`src/mips_pkg.sv`:
```
// shared widths, vector types, MIPS32 opcode and function codes, ALU ops and memory FSM states
package mips_pkg;

	typedef logic [31:0] word_t;
	typedef logic [4:0]  reg_addr_t;
	typedef logic [2:0]  alu_op_t;

	// pc step and default boot address
	localparam word_t INSTR_BYTES      = 32'd4;
	localparam word_t DEFAULT_RESET_PC = 32'h0000_0000;

	// alu operations
	localparam alu_op_t ALU_ADD = 3'd0;
	localparam alu_op_t ALU_SUB = 3'd1;
	localparam alu_op_t ALU_AND = 3'd2;
	localparam alu_op_t ALU_OR  = 3'd3;
	localparam alu_op_t ALU_XOR = 3'd4;
	localparam alu_op_t ALU_SLT = 3'd5;
	localparam alu_op_t ALU_LUI = 3'd6;

	// major opcodes in inst[31:26]
	localparam logic [5:0] OP_SPECIAL = 6'h00;
	localparam logic [5:0] OP_ADDIU   = 6'h09;
	localparam logic [5:0] OP_ORI     = 6'h0d;
	localparam logic [5:0] OP_LUI     = 6'h0f;
	localparam logic [5:0] OP_LW      = 6'h23;
	localparam logic [5:0] OP_SW      = 6'h2b;

	// SPECIAL function field in inst[5:0]
	localparam logic [5:0] FN_ADDU = 6'h21;
	localparam logic [5:0] FN_SUBU = 6'h23;
	localparam logic [5:0] FN_AND  = 6'h24;
	localparam logic [5:0] FN_OR   = 6'h25;
	localparam logic [5:0] FN_XOR  = 6'h26;
	localparam logic [5:0] FN_SLT  = 6'h2a;

	// data bus handshake states
	typedef enum logic [1:0] {
		MEM_IDLE,
		MEM_ADDR,
		MEM_DATA
	} mem_state_e;

endpackage

```
`src/decode_stage.sv`:
```
// instruction decoder, operand forwarding, load-use stall and decode-to-execute register
`timescale 1ns/10ps
module decode_stage (
	input  logic                clk,
	input  logic                arst_n_i,
	input  mips_pkg::word_t     id_inst_i,
	input  mips_pkg::word_t     id_pc_i,
	output mips_pkg::reg_addr_t rf_raddr1_o,
	output mips_pkg::reg_addr_t rf_raddr2_o,
	input  mips_pkg::word_t     rf_rdata1_i,
	input  mips_pkg::word_t     rf_rdata2_i,
	input  logic                ex_fwd_we_i,
	input  mips_pkg::reg_addr_t ex_fwd_waddr_i,
	input  mips_pkg::word_t     ex_fwd_wdata_i,
	input  logic                mem_fwd_we_i,
	input  mips_pkg::reg_addr_t mem_fwd_waddr_i,
	input  mips_pkg::word_t     mem_fwd_wdata_i,
	input  logic                wb_we_i,
	input  mips_pkg::reg_addr_t wb_waddr_i,
	input  mips_pkg::word_t     wb_wdata_i,
	input  logic                mem_stall_i,
	output logic                stall_o,
	output mips_pkg::alu_op_t   ex_alu_op_o,
	output mips_pkg::word_t     ex_opa_o,
	output mips_pkg::word_t     ex_opb_o,
	output mips_pkg::word_t     ex_store_data_o,
	output logic                ex_we_o,
	output logic                ex_load_o,
	output logic                ex_store_o,
	output mips_pkg::reg_addr_t ex_waddr_o,
	output mips_pkg::word_t     ex_pc_o
);
	import mips_pkg::*;

	logic [5:0] opcode;
	logic [5:0] funct;
	reg_addr_t  rs;
	reg_addr_t  rt;
	reg_addr_t  rd;
	word_t      imm_sext;
	word_t      imm_zext;
	word_t      rs_val;
	word_t      rt_val;
	alu_op_t    alu_op;
	word_t      opb;
	reg_addr_t  waddr;
	logic       we;
	logic       is_load;
	logic       is_store;
	logic       use_rs;
	logic       use_rt;
	logic       load_use;

	assign opcode   = id_inst_i[31:26];
	assign rs       = id_inst_i[25:21];
	assign rt       = id_inst_i[20:16];
	assign rd       = id_inst_i[15:11];
	assign funct    = id_inst_i[5:0];
	assign imm_sext = {{16{id_inst_i[15]}}, id_inst_i[15:0]};
	assign imm_zext = {16'h0000, id_inst_i[15:0]};

	assign rf_raddr1_o = rs;
	assign rf_raddr2_o = rt;

	// youngest producer first, register file last
	function automatic word_t fwd_operand(reg_addr_t src, word_t rf_val);
		if (ex_fwd_we_i && ex_fwd_waddr_i == src) begin
			return ex_fwd_wdata_i;
		end else if (mem_fwd_we_i && mem_fwd_waddr_i == src) begin
			return mem_fwd_wdata_i;
		end else if (wb_we_i && wb_waddr_i == src) begin
			return wb_wdata_i;
		end
		return rf_val;
	endfunction

	always_comb begin
		rs_val = fwd_operand(rs, rf_rdata1_i);
		rt_val = fwd_operand(rt, rf_rdata2_i);
	end

	always_comb begin
		alu_op   = ALU_ADD;
		opb      = imm_sext;
		waddr    = rt;
		we       = 1'b0;
		is_load  = 1'b0;
		is_store = 1'b0;
		use_rs   = 1'b0;
		use_rt   = 1'b0;
		case (opcode)
			OP_SPECIAL: begin
				opb    = rt_val;
				waddr  = rd;
				we     = 1'b1;
				use_rs = 1'b1;
				use_rt = 1'b1;
				case (funct)
					FN_ADDU: alu_op = ALU_ADD;
					FN_SUBU: alu_op = ALU_SUB;
					FN_AND:  alu_op = ALU_AND;
					FN_OR:   alu_op = ALU_OR;
					FN_XOR:  alu_op = ALU_XOR;
					FN_SLT:  alu_op = ALU_SLT;
					default: begin
						// unknown function retires as a nop
						we     = 1'b0;
						use_rs = 1'b0;
						use_rt = 1'b0;
					end
				endcase
			end
			OP_ADDIU: begin
				we     = 1'b1;
				use_rs = 1'b1;
			end
			OP_ORI: begin
				alu_op = ALU_OR;
				opb    = imm_zext;
				we     = 1'b1;
				use_rs = 1'b1;
			end
			OP_LUI: begin
				alu_op = ALU_LUI;
				opb    = imm_zext;
				we     = 1'b1;
			end
			OP_LW: begin
				we      = 1'b1;
				is_load = 1'b1;
				use_rs  = 1'b1;
			end
			OP_SW: begin
				is_store = 1'b1;
				use_rs   = 1'b1;
				use_rt   = 1'b1;
			end
			default: ;
		endcase
		// $0 is never written
		if (waddr == '0) begin
			we = 1'b0;
		end
	end

	// load result is not ready before the memory stage
	assign load_use = ex_load_o && ex_we_o &&
		((use_rs && ex_waddr_o == rs) || (use_rt && ex_waddr_o == rt));
	assign stall_o  = load_use || mem_stall_i;

	always_ff @(posedge clk or negedge arst_n_i) begin
		if (!arst_n_i) begin
			ex_alu_op_o     <= ALU_ADD;
			ex_opa_o        <= '0;
			ex_opb_o        <= '0;
			ex_store_data_o <= '0;
			ex_we_o         <= 1'b0;
			ex_load_o       <= 1'b0;
			ex_store_o      <= 1'b0;
			ex_waddr_o      <= '0;
			ex_pc_o         <= '0;
		end else if (!mem_stall_i) begin
			if (load_use) begin
				// bubble
				ex_we_o    <= 1'b0;
				ex_load_o  <= 1'b0;
				ex_store_o <= 1'b0;
			end else begin
				ex_alu_op_o     <= alu_op;
				ex_opa_o        <= rs_val;
				ex_opb_o        <= opb;
				ex_store_data_o <= rt_val;
				ex_we_o         <= we;
				ex_load_o       <= is_load;
				ex_store_o      <= is_store;
				ex_waddr_o      <= waddr;
				ex_pc_o         <= id_pc_i;
			end
		end
	end

endmodule

```
`src/execute_stage.sv`:
```
// ALU and execute-to-memory pipeline register
`timescale 1ns/10ps
module execute_stage (
	input  logic                clk,
	input  logic                arst_n_i,
	input  logic                mem_stall_i,
	input  mips_pkg::alu_op_t   ex_alu_op_i,
	input  mips_pkg::word_t     ex_opa_i,
	input  mips_pkg::word_t     ex_opb_i,
	input  mips_pkg::word_t     ex_store_data_i,
	input  logic                ex_we_i,
	input  logic                ex_load_i,
	input  logic                ex_store_i,
	input  mips_pkg::reg_addr_t ex_waddr_i,
	input  mips_pkg::word_t     ex_pc_i,
	output logic                fwd_we_o,
	output mips_pkg::reg_addr_t fwd_waddr_o,
	output mips_pkg::word_t     fwd_wdata_o,
	output mips_pkg::word_t     mem_result_o,
	output mips_pkg::word_t     mem_store_data_o,
	output mips_pkg::word_t     mem_pc_o,
	output logic                mem_we_o,
	output logic                mem_load_o,
	output logic                mem_store_o,
	output mips_pkg::reg_addr_t mem_waddr_o
);
	import mips_pkg::*;

	word_t alu_result;

	// loads and stores arrive as ALU_ADD, giving the address
	always_comb begin
		case (ex_alu_op_i)
			ALU_ADD: alu_result = ex_opa_i + ex_opb_i;
			ALU_SUB: alu_result = ex_opa_i - ex_opb_i;
			ALU_AND: alu_result = ex_opa_i & ex_opb_i;
			ALU_OR:  alu_result = ex_opa_i | ex_opb_i;
			ALU_XOR: alu_result = ex_opa_i ^ ex_opb_i;
			ALU_SLT: alu_result = {31'd0, $signed(ex_opa_i) < $signed(ex_opb_i)};
			ALU_LUI: alu_result = {ex_opb_i[15:0], 16'h0000};
			default: alu_result = '0;
		endcase
	end

	// forwarding to decode
	assign fwd_we_o    = ex_we_i;
	assign fwd_waddr_o = ex_waddr_i;
	assign fwd_wdata_o = alu_result;

	always_ff @(posedge clk or negedge arst_n_i) begin
		if (!arst_n_i) begin
			mem_result_o     <= '0;
			mem_store_data_o <= '0;
			mem_pc_o         <= '0;
			mem_we_o         <= 1'b0;
			mem_load_o       <= 1'b0;
			mem_store_o      <= 1'b0;
			mem_waddr_o      <= '0;
		end else if (!mem_stall_i) begin
			mem_result_o     <= alu_result;
			mem_store_data_o <= ex_store_data_i;
			mem_pc_o         <= ex_pc_i;
			mem_we_o         <= ex_we_i;
			mem_load_o       <= ex_load_i;
			mem_store_o      <= ex_store_i;
			mem_waddr_o      <= ex_waddr_i;
		end
	end

endmodule

```
`src/fetch_stage.sv`:
```
// program counter and fetch-to-decode pipeline register
`timescale 1ns/10ps
module fetch_stage #(
	parameter mips_pkg::word_t RESET_PC = mips_pkg::DEFAULT_RESET_PC
) (
	input  logic            clk,
	input  logic            arst_n_i,
	input  logic            stall_i,
	output mips_pkg::word_t inst_addr_o,
	input  mips_pkg::word_t inst_rdata_i,
	output mips_pkg::word_t id_inst_o,
	output mips_pkg::word_t id_pc_o
);
	import mips_pkg::*;

	word_t pc_q;

	// instruction memory answers in the same cycle
	assign inst_addr_o = pc_q;

	// no branches, so the pc only counts up
	always_ff @(posedge clk or negedge arst_n_i) begin
		if (!arst_n_i) begin
			pc_q <= RESET_PC;
		end else if (!stall_i) begin
			pc_q <= pc_q + INSTR_BYTES;
		end
	end

	// all-zero word is sll $0,$0,0 which decodes as a nop
	always_ff @(posedge clk or negedge arst_n_i) begin
		if (!arst_n_i) begin
			id_inst_o <= '0;
			id_pc_o   <= RESET_PC;
		end else if (!stall_i) begin
			id_inst_o <= inst_rdata_i;
			id_pc_o   <= pc_q;
		end
	end

endmodule

```
`src/mem_stage.sv`:
```
// data bus FSM, load result select and memory-to-writeback pipeline register
`timescale 1ns/10ps
module mem_stage (
	input  logic                clk,
	input  logic                arst_n_i,
	input  mips_pkg::word_t     mem_result_i,
	input  mips_pkg::word_t     mem_store_data_i,
	input  mips_pkg::word_t     mem_pc_i,
	input  logic                mem_we_i,
	input  logic                mem_load_i,
	input  logic                mem_store_i,
	input  mips_pkg::reg_addr_t mem_waddr_i,
	output logic                data_req_o,
	output logic                data_wr_o,
	output mips_pkg::word_t     data_addr_o,
	output mips_pkg::word_t     data_wdata_o,
	input  logic                data_addr_ok_i,
	input  logic                data_data_ok_i,
	input  mips_pkg::word_t     data_rdata_i,
	output logic                mem_stall_o,
	output logic                fwd_we_o,
	output mips_pkg::reg_addr_t fwd_waddr_o,
	output mips_pkg::word_t     fwd_wdata_o,
	output logic                wb_we_o,
	output mips_pkg::reg_addr_t wb_waddr_o,
	output mips_pkg::word_t     wb_wdata_o,
	output mips_pkg::word_t     wb_pc_o
);
	import mips_pkg::*;

	mem_state_e state_q;
	mem_state_e state_d;
	logic       is_mem;
	logic       done;
	word_t      result;

	assign is_mem = mem_load_i || mem_store_i;
	assign done   = (state_q == MEM_DATA) && data_data_ok_i;

	// held from arrival until the data_ok cycle
	assign mem_stall_o = is_mem && !done;

	always_comb begin
		state_d = state_q;
		case (state_q)
			MEM_IDLE: begin
				if (is_mem) begin
					state_d = MEM_ADDR;
				end
			end
			MEM_ADDR: begin
				if (data_addr_ok_i) begin
					state_d = MEM_DATA;
				end
			end
			MEM_DATA: begin
				if (data_data_ok_i) begin
					state_d = MEM_IDLE;
				end
			end
			default: state_d = MEM_IDLE;
		endcase
	end

	always_ff @(posedge clk or negedge arst_n_i) begin
		if (!arst_n_i) begin
			state_q <= MEM_IDLE;
		end else begin
			state_q <= state_d;
		end
	end

	// request fields come straight from the held EX/MEM register
	assign data_req_o   = (state_q == MEM_ADDR);
	assign data_wr_o    = mem_store_i;
	assign data_addr_o  = mem_result_i;
	assign data_wdata_o = mem_store_data_i;

	assign result = mem_load_i ? data_rdata_i : mem_result_i;

	assign fwd_we_o    = mem_we_i;
	assign fwd_waddr_o = mem_waddr_i;
	assign fwd_wdata_o = result;

	always_ff @(posedge clk or negedge arst_n_i) begin
		if (!arst_n_i) begin
			wb_we_o    <= 1'b0;
			wb_waddr_o <= '0;
			wb_wdata_o <= '0;
			wb_pc_o    <= '0;
		end else if (mem_stall_o) begin
			// bubble while waiting on the bus
			wb_we_o <= 1'b0;
		end else begin
			wb_we_o    <= mem_we_i;
			wb_waddr_o <= mem_waddr_i;
			wb_wdata_o <= result;
			wb_pc_o    <= mem_pc_i;
		end
	end

endmodule

```
`src/mips_core.sv`:
```
// five-stage MIPS32 subset core, wiring of the pipeline stages and register file
`timescale 1ns/10ps
module mips_core #(
	parameter mips_pkg::word_t RESET_PC = mips_pkg::DEFAULT_RESET_PC
) (
	input  logic                clk,
	input  logic                arst_n_i,
	output mips_pkg::word_t     inst_addr_o,
	input  mips_pkg::word_t     inst_rdata_i,
	output logic                data_req_o,
	output logic                data_wr_o,
	output mips_pkg::word_t     data_addr_o,
	output mips_pkg::word_t     data_wdata_o,
	input  logic                data_addr_ok_i,
	input  logic                data_data_ok_i,
	input  mips_pkg::word_t     data_rdata_i,
	output logic                wb_we_o,
	output mips_pkg::reg_addr_t wb_waddr_o,
	output mips_pkg::word_t     wb_wdata_o,
	output mips_pkg::word_t     wb_pc_o
);
	import mips_pkg::*;

	// fetch to decode
	word_t     id_inst;
	word_t     id_pc;
	logic      stall;

	// register file read ports
	reg_addr_t rf_raddr1;
	reg_addr_t rf_raddr2;
	word_t     rf_rdata1;
	word_t     rf_rdata2;

	// decode to execute
	alu_op_t   ex_alu_op;
	word_t     ex_opa;
	word_t     ex_opb;
	word_t     ex_store_data;
	logic      ex_we;
	logic      ex_load;
	logic      ex_store;
	reg_addr_t ex_waddr;
	word_t     ex_pc;

	// execute to memory
	word_t     mem_result;
	word_t     mem_store_data;
	word_t     mem_pc;
	logic      mem_we;
	logic      mem_load;
	logic      mem_store;
	reg_addr_t mem_waddr;
	logic      mem_stall;

	// forwarding paths back into decode
	logic      ex_fwd_we;
	reg_addr_t ex_fwd_waddr;
	word_t     ex_fwd_wdata;
	logic      mem_fwd_we;
	reg_addr_t mem_fwd_waddr;
	word_t     mem_fwd_wdata;

	fetch_stage #(.RESET_PC(RESET_PC)) u_fetch (
		.clk(clk), .arst_n_i(arst_n_i),
		.stall_i(stall),
		.inst_addr_o(inst_addr_o), .inst_rdata_i(inst_rdata_i),
		.id_inst_o(id_inst), .id_pc_o(id_pc)
	);

	decode_stage u_decode (
		.clk(clk), .arst_n_i(arst_n_i),
		.id_inst_i(id_inst), .id_pc_i(id_pc),
		.rf_raddr1_o(rf_raddr1), .rf_raddr2_o(rf_raddr2),
		.rf_rdata1_i(rf_rdata1), .rf_rdata2_i(rf_rdata2),
		.ex_fwd_we_i(ex_fwd_we), .ex_fwd_waddr_i(ex_fwd_waddr),
		.ex_fwd_wdata_i(ex_fwd_wdata),
		.mem_fwd_we_i(mem_fwd_we), .mem_fwd_waddr_i(mem_fwd_waddr),
		.mem_fwd_wdata_i(mem_fwd_wdata),
		.wb_we_i(wb_we_o), .wb_waddr_i(wb_waddr_o), .wb_wdata_i(wb_wdata_o),
		.mem_stall_i(mem_stall), .stall_o(stall),
		.ex_alu_op_o(ex_alu_op), .ex_opa_o(ex_opa), .ex_opb_o(ex_opb),
		.ex_store_data_o(ex_store_data),
		.ex_we_o(ex_we), .ex_load_o(ex_load), .ex_store_o(ex_store),
		.ex_waddr_o(ex_waddr), .ex_pc_o(ex_pc)
	);

	// written from the writeback register
	reg_file u_reg_file (
		.clk(clk), .arst_n_i(arst_n_i),
		.we_i(wb_we_o), .waddr_i(wb_waddr_o), .wdata_i(wb_wdata_o),
		.raddr1_i(rf_raddr1), .raddr2_i(rf_raddr2),
		.rdata1_o(rf_rdata1), .rdata2_o(rf_rdata2)
	);

	execute_stage u_execute (
		.clk(clk), .arst_n_i(arst_n_i),
		.mem_stall_i(mem_stall),
		.ex_alu_op_i(ex_alu_op), .ex_opa_i(ex_opa), .ex_opb_i(ex_opb),
		.ex_store_data_i(ex_store_data),
		.ex_we_i(ex_we), .ex_load_i(ex_load), .ex_store_i(ex_store),
		.ex_waddr_i(ex_waddr), .ex_pc_i(ex_pc),
		.fwd_we_o(ex_fwd_we), .fwd_waddr_o(ex_fwd_waddr), .fwd_wdata_o(ex_fwd_wdata),
		.mem_result_o(mem_result), .mem_store_data_o(mem_store_data),
		.mem_pc_o(mem_pc),
		.mem_we_o(mem_we), .mem_load_o(mem_load), .mem_store_o(mem_store),
		.mem_waddr_o(mem_waddr)
	);

	mem_stage u_mem (
		.clk(clk), .arst_n_i(arst_n_i),
		.mem_result_i(mem_result), .mem_store_data_i(mem_store_data),
		.mem_pc_i(mem_pc),
		.mem_we_i(mem_we), .mem_load_i(mem_load), .mem_store_i(mem_store),
		.mem_waddr_i(mem_waddr),
		.data_req_o(data_req_o), .data_wr_o(data_wr_o),
		.data_addr_o(data_addr_o), .data_wdata_o(data_wdata_o),
		.data_addr_ok_i(data_addr_ok_i), .data_data_ok_i(data_data_ok_i),
		.data_rdata_i(data_rdata_i),
		.mem_stall_o(mem_stall),
		.fwd_we_o(mem_fwd_we), .fwd_waddr_o(mem_fwd_waddr),
		.fwd_wdata_o(mem_fwd_wdata),
		.wb_we_o(wb_we_o), .wb_waddr_o(wb_waddr_o),
		.wb_wdata_o(wb_wdata_o), .wb_pc_o(wb_pc_o)
	);

endmodule

```
`src/reg_file.sv`:
```
// 32-entry general purpose register file with two combinational read ports
`timescale 1ns/10ps
module reg_file (
	input  logic                clk,
	input  logic                arst_n_i,
	input  logic                we_i,
	input  mips_pkg::reg_addr_t waddr_i,
	input  mips_pkg::word_t     wdata_i,
	input  mips_pkg::reg_addr_t raddr1_i,
	input  mips_pkg::reg_addr_t raddr2_i,
	output mips_pkg::word_t     rdata1_o,
	output mips_pkg::word_t     rdata2_o
);
	import mips_pkg::*;

	word_t regs [32];

	always_ff @(posedge clk or negedge arst_n_i) begin
		if (!arst_n_i) begin
			for (int i = 0; i < 32; i++) begin
				regs[i] <= '0;
			end
		end else if (we_i && waddr_i != '0) begin
			regs[waddr_i] <= wdata_i;
		end
	end

	// $0 reads as zero
	assign rdata1_o = (raddr1_i == '0) ? '0 : regs[raddr1_i];
	assign rdata2_o = (raddr2_i == '0) ? '0 : regs[raddr2_i];

endmodule

```
`config.mk`:
```
export PLATFORM = sky130hd
export DESIGN_NAME = mips_core
export DESIGN_NICKNAME = d
export VERILOG_FILES = /design/src/mips_pkg.sv /design/src/decode_stage.sv /design/src/execute_stage.sv /design/src/fetch_stage.sv /design/src/mem_stage.sv /design/src/mips_core.sv /design/src/reg_file.sv
export SDC_FILE = /design/constraint.sdc
export NUM_CORES = 2
export LEC_CHECK = 0
export BUFFER_PORTS_ARGS = -buffer_cell sky130_fd_sc_hd__buf_2
export CAP_MARGIN = 10
export CORE_AREA = 8 8 405 407
export CTS_CLUSTER_SIZE = 24
export DETAILED_ROUTE_END_ITERATION = 6
export DIE_AREA = 0 0 413 415
export PLACE_DENSITY = 0.67
export SETUP_SLACK_MARGIN = 0.5
export SYNTH_ARGS = -nofsm -noshare
export SYNTH_HDL_FRONTEND = slang
export SYNTH_SLANG_ARGS = --single-unit
```
`constraint.sdc`:
```
create_clock -name clk -period 3.9 [get_ports clk]
set_input_delay 0.195 -clock clk [delete_from_list [all_inputs] [get_ports clk]]
set_output_delay 0.195 -clock clk [all_outputs]
set_load 0.02 [all_outputs]
```
==> results by group <==
Power and ir drop
  – Flop pwr share: 0.283
  – VDD IR max: 679 uV
  – Internal: approximately 47,000 uW
  – Leakage: 0.0424 uW
  – Combinational fraction of design power: 0.542
  – Sw frac: 0.459
  – Pwr Density: 961 nW/um^2
  – NetSw: between 40,000 and 50,000 uW
  – Clock network fraction of total power: 0.176

Cells and area
  – Post-Layout Inst Area: about 90,000 sq um
  – Share of cells above drive strength 1: 0.348
  – Layout area overhead: 15.9%
  – Storage cell area: 35,700 sq um
  – Most frequent cells in the layout: dfrtp_1 (1,405), mux2_2 (1,073), nand2_1 (784)
  – Final net count: 7,265
  – Most common cell after layout, fill and taps aside: dfrtp_1
  – Fillers: 12,900
  – Multi-input gate area: between 40,000 and 50,000 sq um

Die
  – # rows: 146
  – Ports: around 240
  – Die H: 415 um
  – Total core area: 157,000 sq um
  – Starting density of the core: 0.497
  – Die area: 171,000 sq um
  – DIE WIDTH: roughly 410 um

Hold path
  – Hold Crit Start: inst_rdata_i[6]
  – Worst min path class: in2reg

Synthesis
  – Sequential fraction of the synthesis area: 0.455
  – Post-synth EDFFs: 0
  – Syn Area/Cell: 11.5 sq um
  – Main synth FF type: dfrtp_1
  – Area of the mapped netlist: 78,300 sq um
  – FF+latch count, synth: 1,425
  – Instance count of the mapped netlist: between 6,000 and 7,000
  – Synth async-reset ratio: 1.00
  – Warnings from Yosys: 0
  – Netlist cell types: 89

Setup path
  – Critical path type: reg2reg
  – Setup crit start kind: register
  – Register-to-Register Path Depth: 18
  – Crit end category: register
  – Crit path required time: 4.57 ns
  – Worst Setup SP: u_decode.ex_opa_o[0]$_DFFE_PN0P_
  – Worst reg2reg setup slack: 0.37 ns
  – R2R Path Start: u_decode.ex_opa_o[0]$_DFFE_PN0P_
  – Critical-path maximum fanout: 4
  – R2r endpoint: u_decode.ex_opa_o[28]$_DFFE_PN0P_
  – Crit path DAT: about 4.2 ns
  – Crit path to: u_decode.ex_opa_o[28]$_DFFE_PN0P_

Place
  – DP HPWL: 190,000 um
  – Area after DPL: 83,300 sq um
  – I/O Buffers: between 200 and 250
  – GP Congestion: 1.00

Clock network
  – Total CTS buffers: 157
  – CTS tree: done
  – Clock sinks: 1,425
  – Worst-path clk slew: 0.06 ns
  – Max clock buf depth: 3
  – Root Driver: clkbuf_16
  – H-tree depth: 4
  – Clk_lat worst skew: 0.83 ns

Timing
  – Worst-Margin Slew: 1.23 ns
  – RSZ-0062 raised after global routing: true
  – Min Clock Period, post-route: 3.53 ns
  – Final setup fails: 0
  – Period utilisation layout: 0.904
  – Setup tns final: 0 ns
  – Max Slew Vio Count: 0
  – Slew HR: 0.177
  – Fin Clk Skew: 0.0383 ns
  – Fmax: 284 MHz
  – Fin. Hold Viols: 0

Drt
  – Routed WL per cell: 31.1 um
  – Drt total wl: 288,000 um
  – Post-route ant nets: 0
  – Via count: 61,000
  – Initial DRC count: 6,927
  – Initial DRT Pass Iterations: 6
  – DRC viols: 0
  – Vias per cell: 6.57

Global routing
  – Gr usage total: 0.328
  – Total grt overflow: 0
  – Met1 Use GR: 0.447
  – Antenna violations before repair: 10
  – First-pass GRT wire length: 420,000 um
  – Pin count of the biggest net entering global routing: 137
  – Vias in the first global route: 60,800
  – Met3 layer usage reported by global route: 0.0785
  – Most used routing layer: met2
  – Met2 usage: 0.493

Run
  – Max-cap violations: 0

Status
  – Status: completed
worst min-delay path by stage:
stage	to	slack, ns	cells past startpoint
after floorplan	u_decode.ex_alu_op_o[0]$_DFFE_PN0P_	-0.10	0
after global placement	u_reg_file.regs[822]$_DFFE_PN0P_	0.20	1
after detailed placement	u_reg_file.regs[822]$_DFFE_PN0P_	0.20	1
after CTS	u_mem.state_q[0]$_DFFE_PN0P_	0.07	3
after global routing	u_mem.state_q[0]$_DFFE_PN0P_	0.1	3
final	u_fetch.id_inst_o[6]$_DFFE_PN0P_	0.11	4
worst max-delay path, stage by stage, from the launching register on:
cell	delay [ns]
dfrtp_1	0.39
buf_4	0.14
ha_4	0.17
inv_2	0.05
fa_2	0.41
nor2b_4	0.16
o2111ai_4	0.14
a31oi_4	0.22
buf_6	0.12
a221o_1	0.25
a21o_1	0.21
buf_4	0.13
buf_6	0.08
a21oi_2	0.05
a21o_1	0.18
a221oi_2	0.25
buf_4	0.19
buf_4	0.11
o221ai_1	0.12
metal layers:
layer,share of wire,routed length [um],vias to the layer above
met5,0.00019,55,-
met4,0.057,16600,8
met3,0.096,27600,797
met2,0.44,128000,3162
met1,0.40,116000,31500
li1,-,-,25500
power groups by stage:
stage | combinational (uW) | sequential, uW | clock [uW]
finish | 47200 | 24600 | 15300
global route | 49700 | 25200 | 16100
CTS | 44600 | 24500 | 15500
detailed placement | 43600 | 24800 | 0
global placement | 43300 | 24400 | 0
floorplan | 27100 | 23300 | 0
final cells by class:
type / count / area share
Inverter: 106 / 0.00441
Clock inverter: 52 / 0.00884
Tap cell: 2072 / 0.0286
Sequential cell: 1425 / 0.393
Antenna cell: 4 / 0.000110
Clock buffer: 227 / 0.0494
Timing Repair Buffer: 753 / 0.0698
Multi-Input combinational cell: 4640 / 0.445
logic make-up (layout without fill, tap and decap cells):
group	Yosys count	after routing	synth area share
adders and majority gates	114	114	0.0184
muxes	1807	1807	0.297
other	1	8	0.0000479
AOI/OAI and AO/OA	1217	1217	0.105
DFF	1425	1425	0.455
buffers and inverters	745	1138	0.0405
xor gates and xnor gates	67	67	0.00749
and+or+nand+nor	1431	1431	0.0755
what timing repair did:
action	4_1_cts	5_1_grt
resized for setup	66	121
setup endpoints to repair	79	99
pin swaps	35	65
buffers inserted	22	61
hold buffers	68	0
hold endpoints to repair	852	0
cloned	1	1
sequential cells by signal, indices dropped and copies added (netlist names), 3 cells and up:
signal and cells:
u_mem.wb_wdata_o 32, u_mem.wb_pc_o 30, u_fetch.inst_addr_o 30, u_decode.ex_store_data_o 32, u_reg_file.regs 1024, u_fetch.id_pc_o 30
u_decode.ex_opb_o 32, u_decode.ex_waddr_o 5, u_execute.mem_pc_o 30, u_decode.ex_alu_op_o 3, u_execute.mem_store_data_o 32, u_execute.mem_waddr_o 5
u_mem.wb_waddr_o 5, u_decode.ex_pc_o 30, u_execute.mem_result_o 32, u_fetch.id_inst_o 32, u_decode.ex_opa_o 32
through the flow:
| stage | utilization | power, uW | instances | hold WS, ns | setup slack (ns) |
|---|---|---|---|---|---|
| final | 0.576 | 87200 | 9279 | 0.113 | 0.374 |
| after global routing | 0.576 | 91000 | 9275 | 0.0978 | 0.283 |
| after CTS | 0.570 | 84700 | 9213 | 0.0666 | 0.417 |
| after detailed placement | 0.529 | 68400 | 8843 | 0.203 | 0.0631 |
| after global placement | 0.529 | 67700 | 8843 | 0.198 | 0.0612 |
| after floorplan | - | 50400 | 6810 | -0.101 | 0.705 |
synthesized netlist by cell type (42+ instances only):
| cell type | instances | area [sq um] |
|---|---|---|
| a21oi_1 | 256 | 1280 |
| a221oi_1 | 198 | 1730 |
| a22oi_1 | 112 | 841 |
| buf_1 | 81 | 304 |
| buf_2 | 60 | 300 |
| buf_4 | 42 | 315 |
| clkbuf_1 | 436 | 1640 |
| dfrtp_1 | 1425 | 35700 |
| ha_1 | 112 | 1400 |
| inv_1 | 104 | 390 |
| mux2_2 | 1073 | 12100 |
| mux2i_1 | 427 | 4270 |
| mux4_2 | 307 | 6910 |
| nand2_1 | 799 | 3000 |
| nand3_1 | 46 | 230 |
| nor2_1 | 395 | 1480 |
| o211ai_1 | 108 | 811 |
| o21ai_0 | 260 | 1300 |
(Power assumes the default switching activity.)
